$ cat src/verilog/mfp_pkg.sv
`default_nettype none

package mfp_pkg;

    // AHB-Lite transfer type
    typedef enum logic [1:0]
    {
        IDLE   = 2'b00,
        BUSY   = 2'b01,
        NONSEQ = 2'b10,
        SEQ    = 2'b11
    } htrans_e;

    // register picked by an address phase
    typedef enum logic [2:0]
    {
        SEL_NONE,
        SEL_RED,
        SEL_GREEN,
        SEL_SWITCH,
        SEL_BUTTON,
        SEL_ALS,
        SEL_RESET
    } reg_sel_e;

    // peripheral window on address bits [31:8]
    localparam logic [23:0] GPIO_BASE   = 24'h1f8000;

    // word offsets on address bits [7:0]
    localparam logic [7:0]  ADDR_RED    = 8'h00;
    localparam logic [7:0]  ADDR_GREEN  = 8'h04;
    localparam logic [7:0]  ADDR_SWITCH = 8'h08;
    localparam logic [7:0]  ADDR_BUTTON = 8'h0c;
    localparam logic [7:0]  ADDR_ALS    = 8'h10;
    localparam logic [7:0]  ADDR_RESET  = 8'h14;

    // board port widths
    localparam int RED_W    = 18;
    localparam int GREEN_W  = 9;
    localparam int BUTTON_W = 5;
    localparam int ALS_W    = 16;

    // sensor frame timing of 136 cycles per frame
    localparam int SPI_HALF  = 4;
    localparam int SPI_GAP   = 8;
    localparam int SPI_CNT_W = $clog2(SPI_GAP > SPI_HALF ? SPI_GAP : SPI_HALF);
    localparam int SPI_BIT_W = $clog2(ALS_W);

    localparam int CORE_RESET_CYCLES = 16;
    localparam int RST_CNT_W         = $clog2(CORE_RESET_CYCLES + 1);

endpackage

`default_nettype wire

$ cat src/verilog/mfp_bus_decoder.sv
`timescale 1ns/10ps
`default_nettype none

module mfp_bus_decoder
    import mfp_pkg::*;
(
    input  logic                clk,
    input  logic                reset,

    input  logic [31:0]         haddr,
    input  logic [1:0]          htrans,
    input  logic                hwrite,
    input  logic [31:0]         hwdata,
    output logic [31:0]         hrdata,

    input  logic [RED_W-1:0]    red_leds,
    input  logic [GREEN_W-1:0]  green_leds,
    input  logic [RED_W-1:0]    switches_sync,
    input  logic [BUTTON_W-1:0] buttons_sync,
    input  logic [ALS_W-1:0]    als_value,
    input  logic                core_reset,

    output logic                red_we,
    output logic                green_we,
    output logic                soft_reset
);

    htrans_e  trans;
    logic     xfer;
    reg_sel_e sel_next;
    reg_sel_e sel_q;
    logic     write_q;

    assign trans = htrans_e'(htrans);
    // BUSY and IDLE carry no transfer
    assign xfer  = (trans == NONSEQ) || (trans == SEQ);

    always_comb
    begin
        sel_next = SEL_NONE;
        if (haddr[31:8] == GPIO_BASE)
        begin
            case (haddr[7:0])
                ADDR_RED:    sel_next = SEL_RED;
                ADDR_GREEN:  sel_next = SEL_GREEN;
                ADDR_SWITCH: sel_next = SEL_SWITCH;
                ADDR_BUTTON: sel_next = SEL_BUTTON;
                ADDR_ALS:    sel_next = SEL_ALS;
                ADDR_RESET:  sel_next = SEL_RESET;
                default:     sel_next = SEL_NONE;
            endcase
        end
    end

    // address phase captured for the data phase
    always_ff @(posedge clk)
    begin
        if (reset)
        begin
            sel_q   <= SEL_NONE;
            write_q <= 1'b0;
        end
        else
        begin
            sel_q   <= xfer ? sel_next : SEL_NONE;
            write_q <= xfer && hwrite;
        end
    end

    // one-cycle strobes alongside hwdata
    assign red_we     = write_q && (sel_q == SEL_RED);
    assign green_we   = write_q && (sel_q == SEL_GREEN);
    assign soft_reset = write_q && (sel_q == SEL_RESET) && hwdata[0];

    // read data zero extended to 32 bits
    always_comb
    begin
        case (sel_q)
            SEL_RED:    hrdata = {{(32 - RED_W){1'b0}}, red_leds};
            SEL_GREEN:  hrdata = {{(32 - GREEN_W){1'b0}}, green_leds};
            SEL_SWITCH: hrdata = {{(32 - RED_W){1'b0}}, switches_sync};
            SEL_BUTTON: hrdata = {{(32 - BUTTON_W){1'b0}}, buttons_sync};
            SEL_ALS:    hrdata = {{(32 - ALS_W){1'b0}}, als_value};
            SEL_RESET:  hrdata = {31'b0, core_reset};
            default:    hrdata = 32'b0;
        endcase
    end

    a_one_strobe: assert property (@(posedge clk) disable iff (reset)
        $onehot0({red_we, green_we, soft_reset}));

endmodule

`default_nettype wire

$ cat src/verilog/mfp_gpio_regs.sv
`timescale 1ns/10ps
`default_nettype none

module mfp_gpio_regs
    import mfp_pkg::*;
(
    input  logic                clk,
    input  logic                reset,

    input  logic                red_we,
    input  logic                green_we,
    input  logic [31:0]         wdata,

    input  logic [RED_W-1:0]    switches,
    input  logic [BUTTON_W-1:0] buttons,

    output logic [RED_W-1:0]    red_leds,
    output logic [GREEN_W-1:0]  green_leds,
    output logic [RED_W-1:0]    switches_sync,
    output logic [BUTTON_W-1:0] buttons_sync
);

    logic [RED_W-1:0]    switches_meta;
    logic [BUTTON_W-1:0] buttons_meta;

    // LED registers drive the pins directly
    always_ff @(posedge clk)
    begin
        if (reset)
        begin
            red_leds   <= '0;
            green_leds <= '0;
        end
        else
        begin
            if (red_we)
                red_leds <= wdata[RED_W-1:0];
            if (green_we)
                green_leds <= wdata[GREEN_W-1:0];
        end
    end

    // two-flop synchronizers for the asynchronous board inputs
    always_ff @(posedge clk)
    begin
        switches_meta <= switches;
        switches_sync <= switches_meta;
        buttons_meta  <= buttons;
        buttons_sync  <= buttons_meta;
    end

endmodule

`default_nettype wire

$ cat src/verilog/mfp_als_spi_receiver.sv
`timescale 1ns/10ps
`default_nettype none

module mfp_als_spi_receiver
    import mfp_pkg::*;
(
    input  logic             clk,
    input  logic             reset,

    input  logic             sdo,
    output logic             cs,
    output logic             sck,

    output logic [ALS_W-1:0] als_value
);

    typedef enum logic {GAP, SHIFT} spi_state_e;

    spi_state_e           state;
    logic [SPI_CNT_W-1:0] div_cnt;
    logic [SPI_BIT_W-1:0] bit_cnt;
    logic [ALS_W-1:0]     shift_reg;
    logic                 half_done;
    logic                 sample;
    logic                 frame_done;

    assign half_done  = (state == SHIFT) && (div_cnt == '0);
    // rising sck edge happens on this clock edge
    assign sample     = half_done && !sck;
    assign frame_done = half_done && sck && (bit_cnt == SPI_BIT_W'(ALS_W - 1));

    always_ff @(posedge clk)
    begin
        if (reset)
        begin
            state   <= GAP;
            cs      <= 1'b1;
            sck     <= 1'b1;
            div_cnt <= SPI_CNT_W'(SPI_GAP - 1);
            bit_cnt <= '0;
        end
        else
        begin
            case (state)
                GAP:
                begin
                    if (div_cnt == '0)
                    begin
                        // cs and sck fall together to open the frame
                        state   <= SHIFT;
                        cs      <= 1'b0;
                        sck     <= 1'b0;
                        div_cnt <= SPI_CNT_W'(SPI_HALF - 1);
                        bit_cnt <= '0;
                    end
                    else
                        div_cnt <= div_cnt - 1'b1;
                end
                SHIFT:
                begin
                    if (!half_done)
                        div_cnt <= div_cnt - 1'b1;
                    else if (!sck)
                    begin
                        sck     <= 1'b1;
                        div_cnt <= SPI_CNT_W'(SPI_HALF - 1);
                    end
                    else if (frame_done)
                    begin
                        state   <= GAP;
                        cs      <= 1'b1;
                        div_cnt <= SPI_CNT_W'(SPI_GAP - 1);
                    end
                    else
                    begin
                        sck     <= 1'b0;
                        bit_cnt <= bit_cnt + 1'b1;
                        div_cnt <= SPI_CNT_W'(SPI_HALF - 1);
                    end
                end
            endcase
        end
    end

    // msb first
    always_ff @(posedge clk)
    begin
        if (sample)
            shift_reg <= {shift_reg[ALS_W-2:0], sdo};
    end

    always_ff @(posedge clk)
    begin
        if (reset)
            als_value <= '0;
        else if (frame_done)
            als_value <= shift_reg;
    end

    a_sck_idle_high: assert property (@(posedge clk) disable iff (reset) cs |-> sck);

endmodule

`default_nettype wire

$ cat src/verilog/mfp_reset_seq.sv
`timescale 1ns/10ps
`default_nettype none

module mfp_reset_seq
    import mfp_pkg::*;
(
    input  logic clk,
    input  logic reset,

    input  logic soft_reset,
    input  logic trst_n_probe,

    output logic core_reset,
    output logic trst_n
);

    logic [RST_CNT_W-1:0] core_cnt;
    logic [RST_CNT_W-1:0] dbg_cnt;

    // core stretch restarted by either reset source
    always_ff @(posedge clk)
    begin
        if (reset || soft_reset)
            core_cnt <= RST_CNT_W'(CORE_RESET_CYCLES);
        else if (core_cnt != '0)
            core_cnt <= core_cnt - 1'b1;
    end

    // debug port stretch restarted by power-on reset only
    always_ff @(posedge clk)
    begin
        if (reset)
            dbg_cnt <= RST_CNT_W'(CORE_RESET_CYCLES);
        else if (dbg_cnt != '0)
            dbg_cnt <= dbg_cnt - 1'b1;
    end

    assign core_reset = (core_cnt != '0);
    // probe can still hold the debug port in reset
    assign trst_n     = (dbg_cnt == '0) && trst_n_probe;

    a_soft_reset_takes: assert property (@(posedge clk) disable iff (reset)
        soft_reset |=> core_reset);

endmodule

`default_nettype wire

$ cat src/verilog/mfp_system.sv
`timescale 1ns/10ps
`default_nettype none

module mfp_system
    import mfp_pkg::*;
(
    input  logic                clk,
    input  logic                reset,

    input  logic [31:0]         haddr,
    input  logic [1:0]          htrans,
    input  logic                hwrite,
    input  logic [31:0]         hwdata,
    output logic [31:0]         hrdata,

    input  logic [RED_W-1:0]    switches,
    input  logic [BUTTON_W-1:0] buttons,
    output logic [RED_W-1:0]    red_leds,
    output logic [GREEN_W-1:0]  green_leds,

    output logic                spi_cs,
    output logic                spi_sck,
    input  logic                spi_sdo,

    input  logic                trst_n_probe,
    output logic                trst_n,
    output logic                core_reset
);

    logic                red_we;
    logic                green_we;
    logic                soft_reset;
    logic [RED_W-1:0]    switches_sync;
    logic [BUTTON_W-1:0] buttons_sync;
    logic [ALS_W-1:0]    als_value;

    mfp_bus_decoder u_decoder
    (
        .clk           ( clk           ),
        .reset         ( reset         ),
        .haddr         ( haddr         ),
        .htrans        ( htrans        ),
        .hwrite        ( hwrite        ),
        .hwdata        ( hwdata        ),
        .hrdata        ( hrdata        ),
        .red_leds      ( red_leds      ),
        .green_leds    ( green_leds    ),
        .switches_sync ( switches_sync ),
        .buttons_sync  ( buttons_sync  ),
        .als_value     ( als_value     ),
        .core_reset    ( core_reset    ),
        .red_we        ( red_we        ),
        .green_we      ( green_we      ),
        .soft_reset    ( soft_reset    )
    );

    mfp_gpio_regs u_gpio
    (
        .clk           ( clk           ),
        .reset         ( reset         ),
        .red_we        ( red_we        ),
        .green_we      ( green_we      ),
        .wdata         ( hwdata        ),
        .switches      ( switches      ),
        .buttons       ( buttons       ),
        .red_leds      ( red_leds      ),
        .green_leds    ( green_leds    ),
        .switches_sync ( switches_sync ),
        .buttons_sync  ( buttons_sync  )
    );

    mfp_als_spi_receiver u_als
    (
        .clk       ( clk       ),
        .reset     ( reset     ),
        .sdo       ( spi_sdo   ),
        .cs        ( spi_cs    ),
        .sck       ( spi_sck   ),
        .als_value ( als_value )
    );

    mfp_reset_seq u_reset_seq
    (
        .clk          ( clk          ),
        .reset        ( reset        ),
        .soft_reset   ( soft_reset   ),
        .trst_n_probe ( trst_n_probe ),
        .core_reset   ( core_reset   ),
        .trst_n       ( trst_n       )
    );

endmodule

`default_nettype wire

$ cat config.mk
export PLATFORM = sky130hd
export DESIGN_NAME = mfp_system
export DESIGN_NICKNAME = d
export VERILOG_FILES = /design/src/verilog/mfp_pkg.sv /design/src/verilog/mfp_bus_decoder.sv /design/src/verilog/mfp_gpio_regs.sv /design/src/verilog/mfp_als_spi_receiver.sv /design/src/verilog/mfp_reset_seq.sv /design/src/verilog/mfp_system.sv
export SDC_FILE = /design/constraint.sdc
export NUM_CORES = 1
export LEC_CHECK = 0
export BUFFER_PORTS_ARGS = -buffer_cell sky130_fd_sc_hd__buf_2
export CORE_UTILIZATION = 40
export CTS_CLUSTER_SIZE = 28
export DETAILED_ROUTE_END_ITERATION = 10
export PLACE_DENSITY_LB_ADDON = 0.3
export SYNTH_ARGS = -nofsm -noshare
export SYNTH_HDL_FRONTEND = slang
export SYNTH_SLANG_ARGS = --single-unit
$ cat constraint.sdc
create_clock -name clk -period 2.55 [get_ports clk]
set_clock_uncertainty 0.2 [all_clocks]
set_input_delay 0 -clock clk [delete_from_list [all_inputs] [get_ports clk]]
set_output_delay 0 -clock clk [all_outputs]
set_load 0.01 [all_outputs]
==> out/qor.csv <==
metric,value,unit
status,"finished, violations left",
failing checks,DRC,
setup_tns,0,ns
Yosys cell types,53,
I/O Buffers,127,
clk sinks,129,
grt met3 use,5.93,%
Die W,112,um
first-pass GRT wire length,20.1,mm
flop2flop setup slack,0.18,ns
Setup CP Type,reg2reg,
largest registers,"u_gpio.red_leds: 18 flops, u_gpio.switches_meta: 18 flops, u_gpio.switches_sync: 18 flops",
PD cells,810,nW/um^2
Avg WL per Cell,15.1,um
Max Root-Sink Buffers,2,
synth top area cells,"dfxtp_1, edfxtp_1, a21oi_1",
DRC,9,
Vias/cell,5.05,
max-cap check violation count,0,
Setup crit start,u_decoder.sel_q[1],
RSZ-0062 raised after global routing,no,
die area,12500,um^2
nets@finish,767,
Worst setup EP type,register,
TritonRoute pass-1 iters,8,
number of H-tree levels,4,
"Seq/Total Area, Yosys",56.9,%
async set-or-reset flop fraction in the synthesized netlist,0,%
DR iter-0 viols,319,
setup repair bufs after CTS,0,
fmax,423,MHz
num ports,157,
Vias,4164,
max-slew violation count,0,
Pleak,2.78,nW
Synth area leader,dfxtp_1,
GRT met1 Usage,23.3,%
insertion delay to the later sink of the worst-skew pair,0.42,ns
Fill cells,951,
final setup fails,0,
drt total wl,12.4,mm
initial antenna violation count,0,
Yosys top cell area share,46.9,%
worst rel slew slack,48.5,%
Crit path arrival time,2.46,ns
worst-path maximum fanout,18,
Post-synth EDFFs,16,
RR Endpoint,u_gpio.red_leds[14],
dpl cells,723,
Final Hold Viols,0,
CTS tree,done,
Ys Warns,0,
worst-margin pin slew,0.772,ns
Tcrit/Tclk final,92.8,%
crit start category,register,
largest net degree at the start of global routing,39,
Reg2Reg Depth,6,
HP Class,in2reg,
layout cells sized above 1,26.3,%
antenna cells,0,
Yosys reg bits,129,
"Top FF cell, synth",dfxtp_1,
Final WS setup,0.185,ns
grt peak-use layer,met2,
Layout Cells excl Fill,824,
required time of the critical path,2.65,ns
Syn Area/Cell,10.2,um^2
worst hold margin,0.0237,ns
Max rail drop VDD,0.000591,V
termination of the worst setup path,u_gpio.red_leds[14],
vias in the first global route,4114,
P&R area growth vs syn,42.7,%
mapped cell area,4820,um^2
clk root buf,clkbuf_16,
Starting Density,41.7,%
Vert. Die Dim,112,um
crit path time final,2.37,ns
# rows,39,
Post-Syn Instances,474,
DP Worst Slack,0.532,ns
Total GRT Usage,21.0,%
ANT nets after route,0,
core area,11600,um^2
TritonCTS buffer count,17,
reg2reg start,u_decoder.sel_q[1],
grt ovf,0,
GR Layer Usage met2,37.6,%
post-DP HPWL,8.02,mm
Clock transition at path regs,0.06,ns
placer congestion estimate,0.769,
## cell type report
| type | count | area, um^2 | share of cell area [%] |
|---|---|---|---|
| tap | 143 | 179 | 2.60 |
| clock inverter | 13 | 253 | 3.67 |
| inverter | 8 | 30.0 | 0.437 |
| sequential | 129 | 2740 | 39.9 |
| timing repair buffer | 203 | 1380 | 20.1 |
| clock buffer | 19 | 454 | 6.60 |
| multi-input combinational | 309 | 1840 | 26.7 |
## kinds of logic after synthesis
| kind of cell | count (synthesis) | share of synthesized area [%] |
|---|---|---|
| buf+inv | 49 | 6.05 |
| fa+ha+maj | 5 | 1.30 |
| compound gates | 111 | 14.0 |
| xor+xnor | 5 | 0.908 |
| mux | 17 | 3.55 |
| other cells | 1 | 0.0778 |
| flops | 129 | 56.9 |
| simple gates | 157 | 17.3 |
## power breakdown
| part | internal, W | leakage [nW] | switching [W] |
|---|---|---|---|
| logic | 0.000260 | 1.36 | 0.000181 |
| clock network | 0.00199 | 0.341 | 0.000893 |
| registers | 0.00216 | 1.08 | 0.0000824 |
| total | 0.00441 | 2.78 | 0.00116 |
## layer usage
metal  wire, um  vias up
li1           -     2046
met1       5170     1963
met2       6450      147
met3        654        8
met4        130        0
met5          0        -
## Yosys cell counts, types with 3 or more instances
cell,n
buf_2,10
a21oi_1,54
nor4_1,4
nor3_1,10
mux2i_1,16
and2_1,3
o22ai_1,4
o21ai_0,19
nor2_1,11
a211oi_1,3
clkbuf_1,8
buf_4,19
nand2_1,71
dfxtp_1,113
edfxtp_1,16
nand4_1,6
and2b_2,3
a22oi_1,9
inv_1,8
o2bb2ai_1,4
nand3_1,17
nand2b_1,3
ha_1,5
a31oi_1,3
a221o_1,4
xnor2_1,5
or2_1,5
nor2b_1,4
a21o_1,4
## layout by cell type, fill, tap and decap left out, drive strengths merged, types with 9 or more instances in the layout
cell type	count
nor2	11
dfxtp	113
dlygate4sd3	69
mux2i	16
a22oi	9
clkbuf	19
nor3	10
conb	14
inv	10
nand2	71
buf	134
edfxtp	16
o21ai	19
nand3	17
a21oi	54
## worst max-delay path: stages, from the launching register on
cell and delay (ns):
dfxtp_2 0.38, buf_6 0.19, nand4bb_1 0.41, buf_4 0.32, nand2_1 0.09, a21oi_1 0.07, dlygate4sd3_1 0.59
## per-stage QoR
stage / utilization [%] / instance area (um^2) / total power [W]
after floorplan: - / 4870 / 0.00254
after global placement: 47.4 / 5480 / 0.00263
after detailed placement: 47.4 / 5480 / 0.00265
after CTS: 59.4 / 6870 / 0.00562
after global routing: 59.5 / 6880 / 0.00578
final: 59.5 / 6880 / 0.00557
## worst min-delay path by stage
stage | endpoint | cells after the start | startpoint
after CTS | u_gpio.switches_meta[14] | 2 | switches[14]
after detailed placement | u_gpio.buttons_meta[1] | 1 | buttons[1]
final | u_gpio.switches_meta[7] | 2 | switches[7]
after floorplan | u_gpio.buttons_meta[0] | 0 | buttons[0]
after global placement | u_gpio.switches_meta[3] | 1 | switches[3]
after global routing | u_gpio.switches_meta[10] | 2 | switches[10]
## timing repair
action / CTS / global route
hold endpoints to repair: 63 / 0
setup endpoints to repair: 0 / 1
gates resized for setup: 0 / 2
hold buffers: 69 / 0
Power figures use the tool's default switching activity.
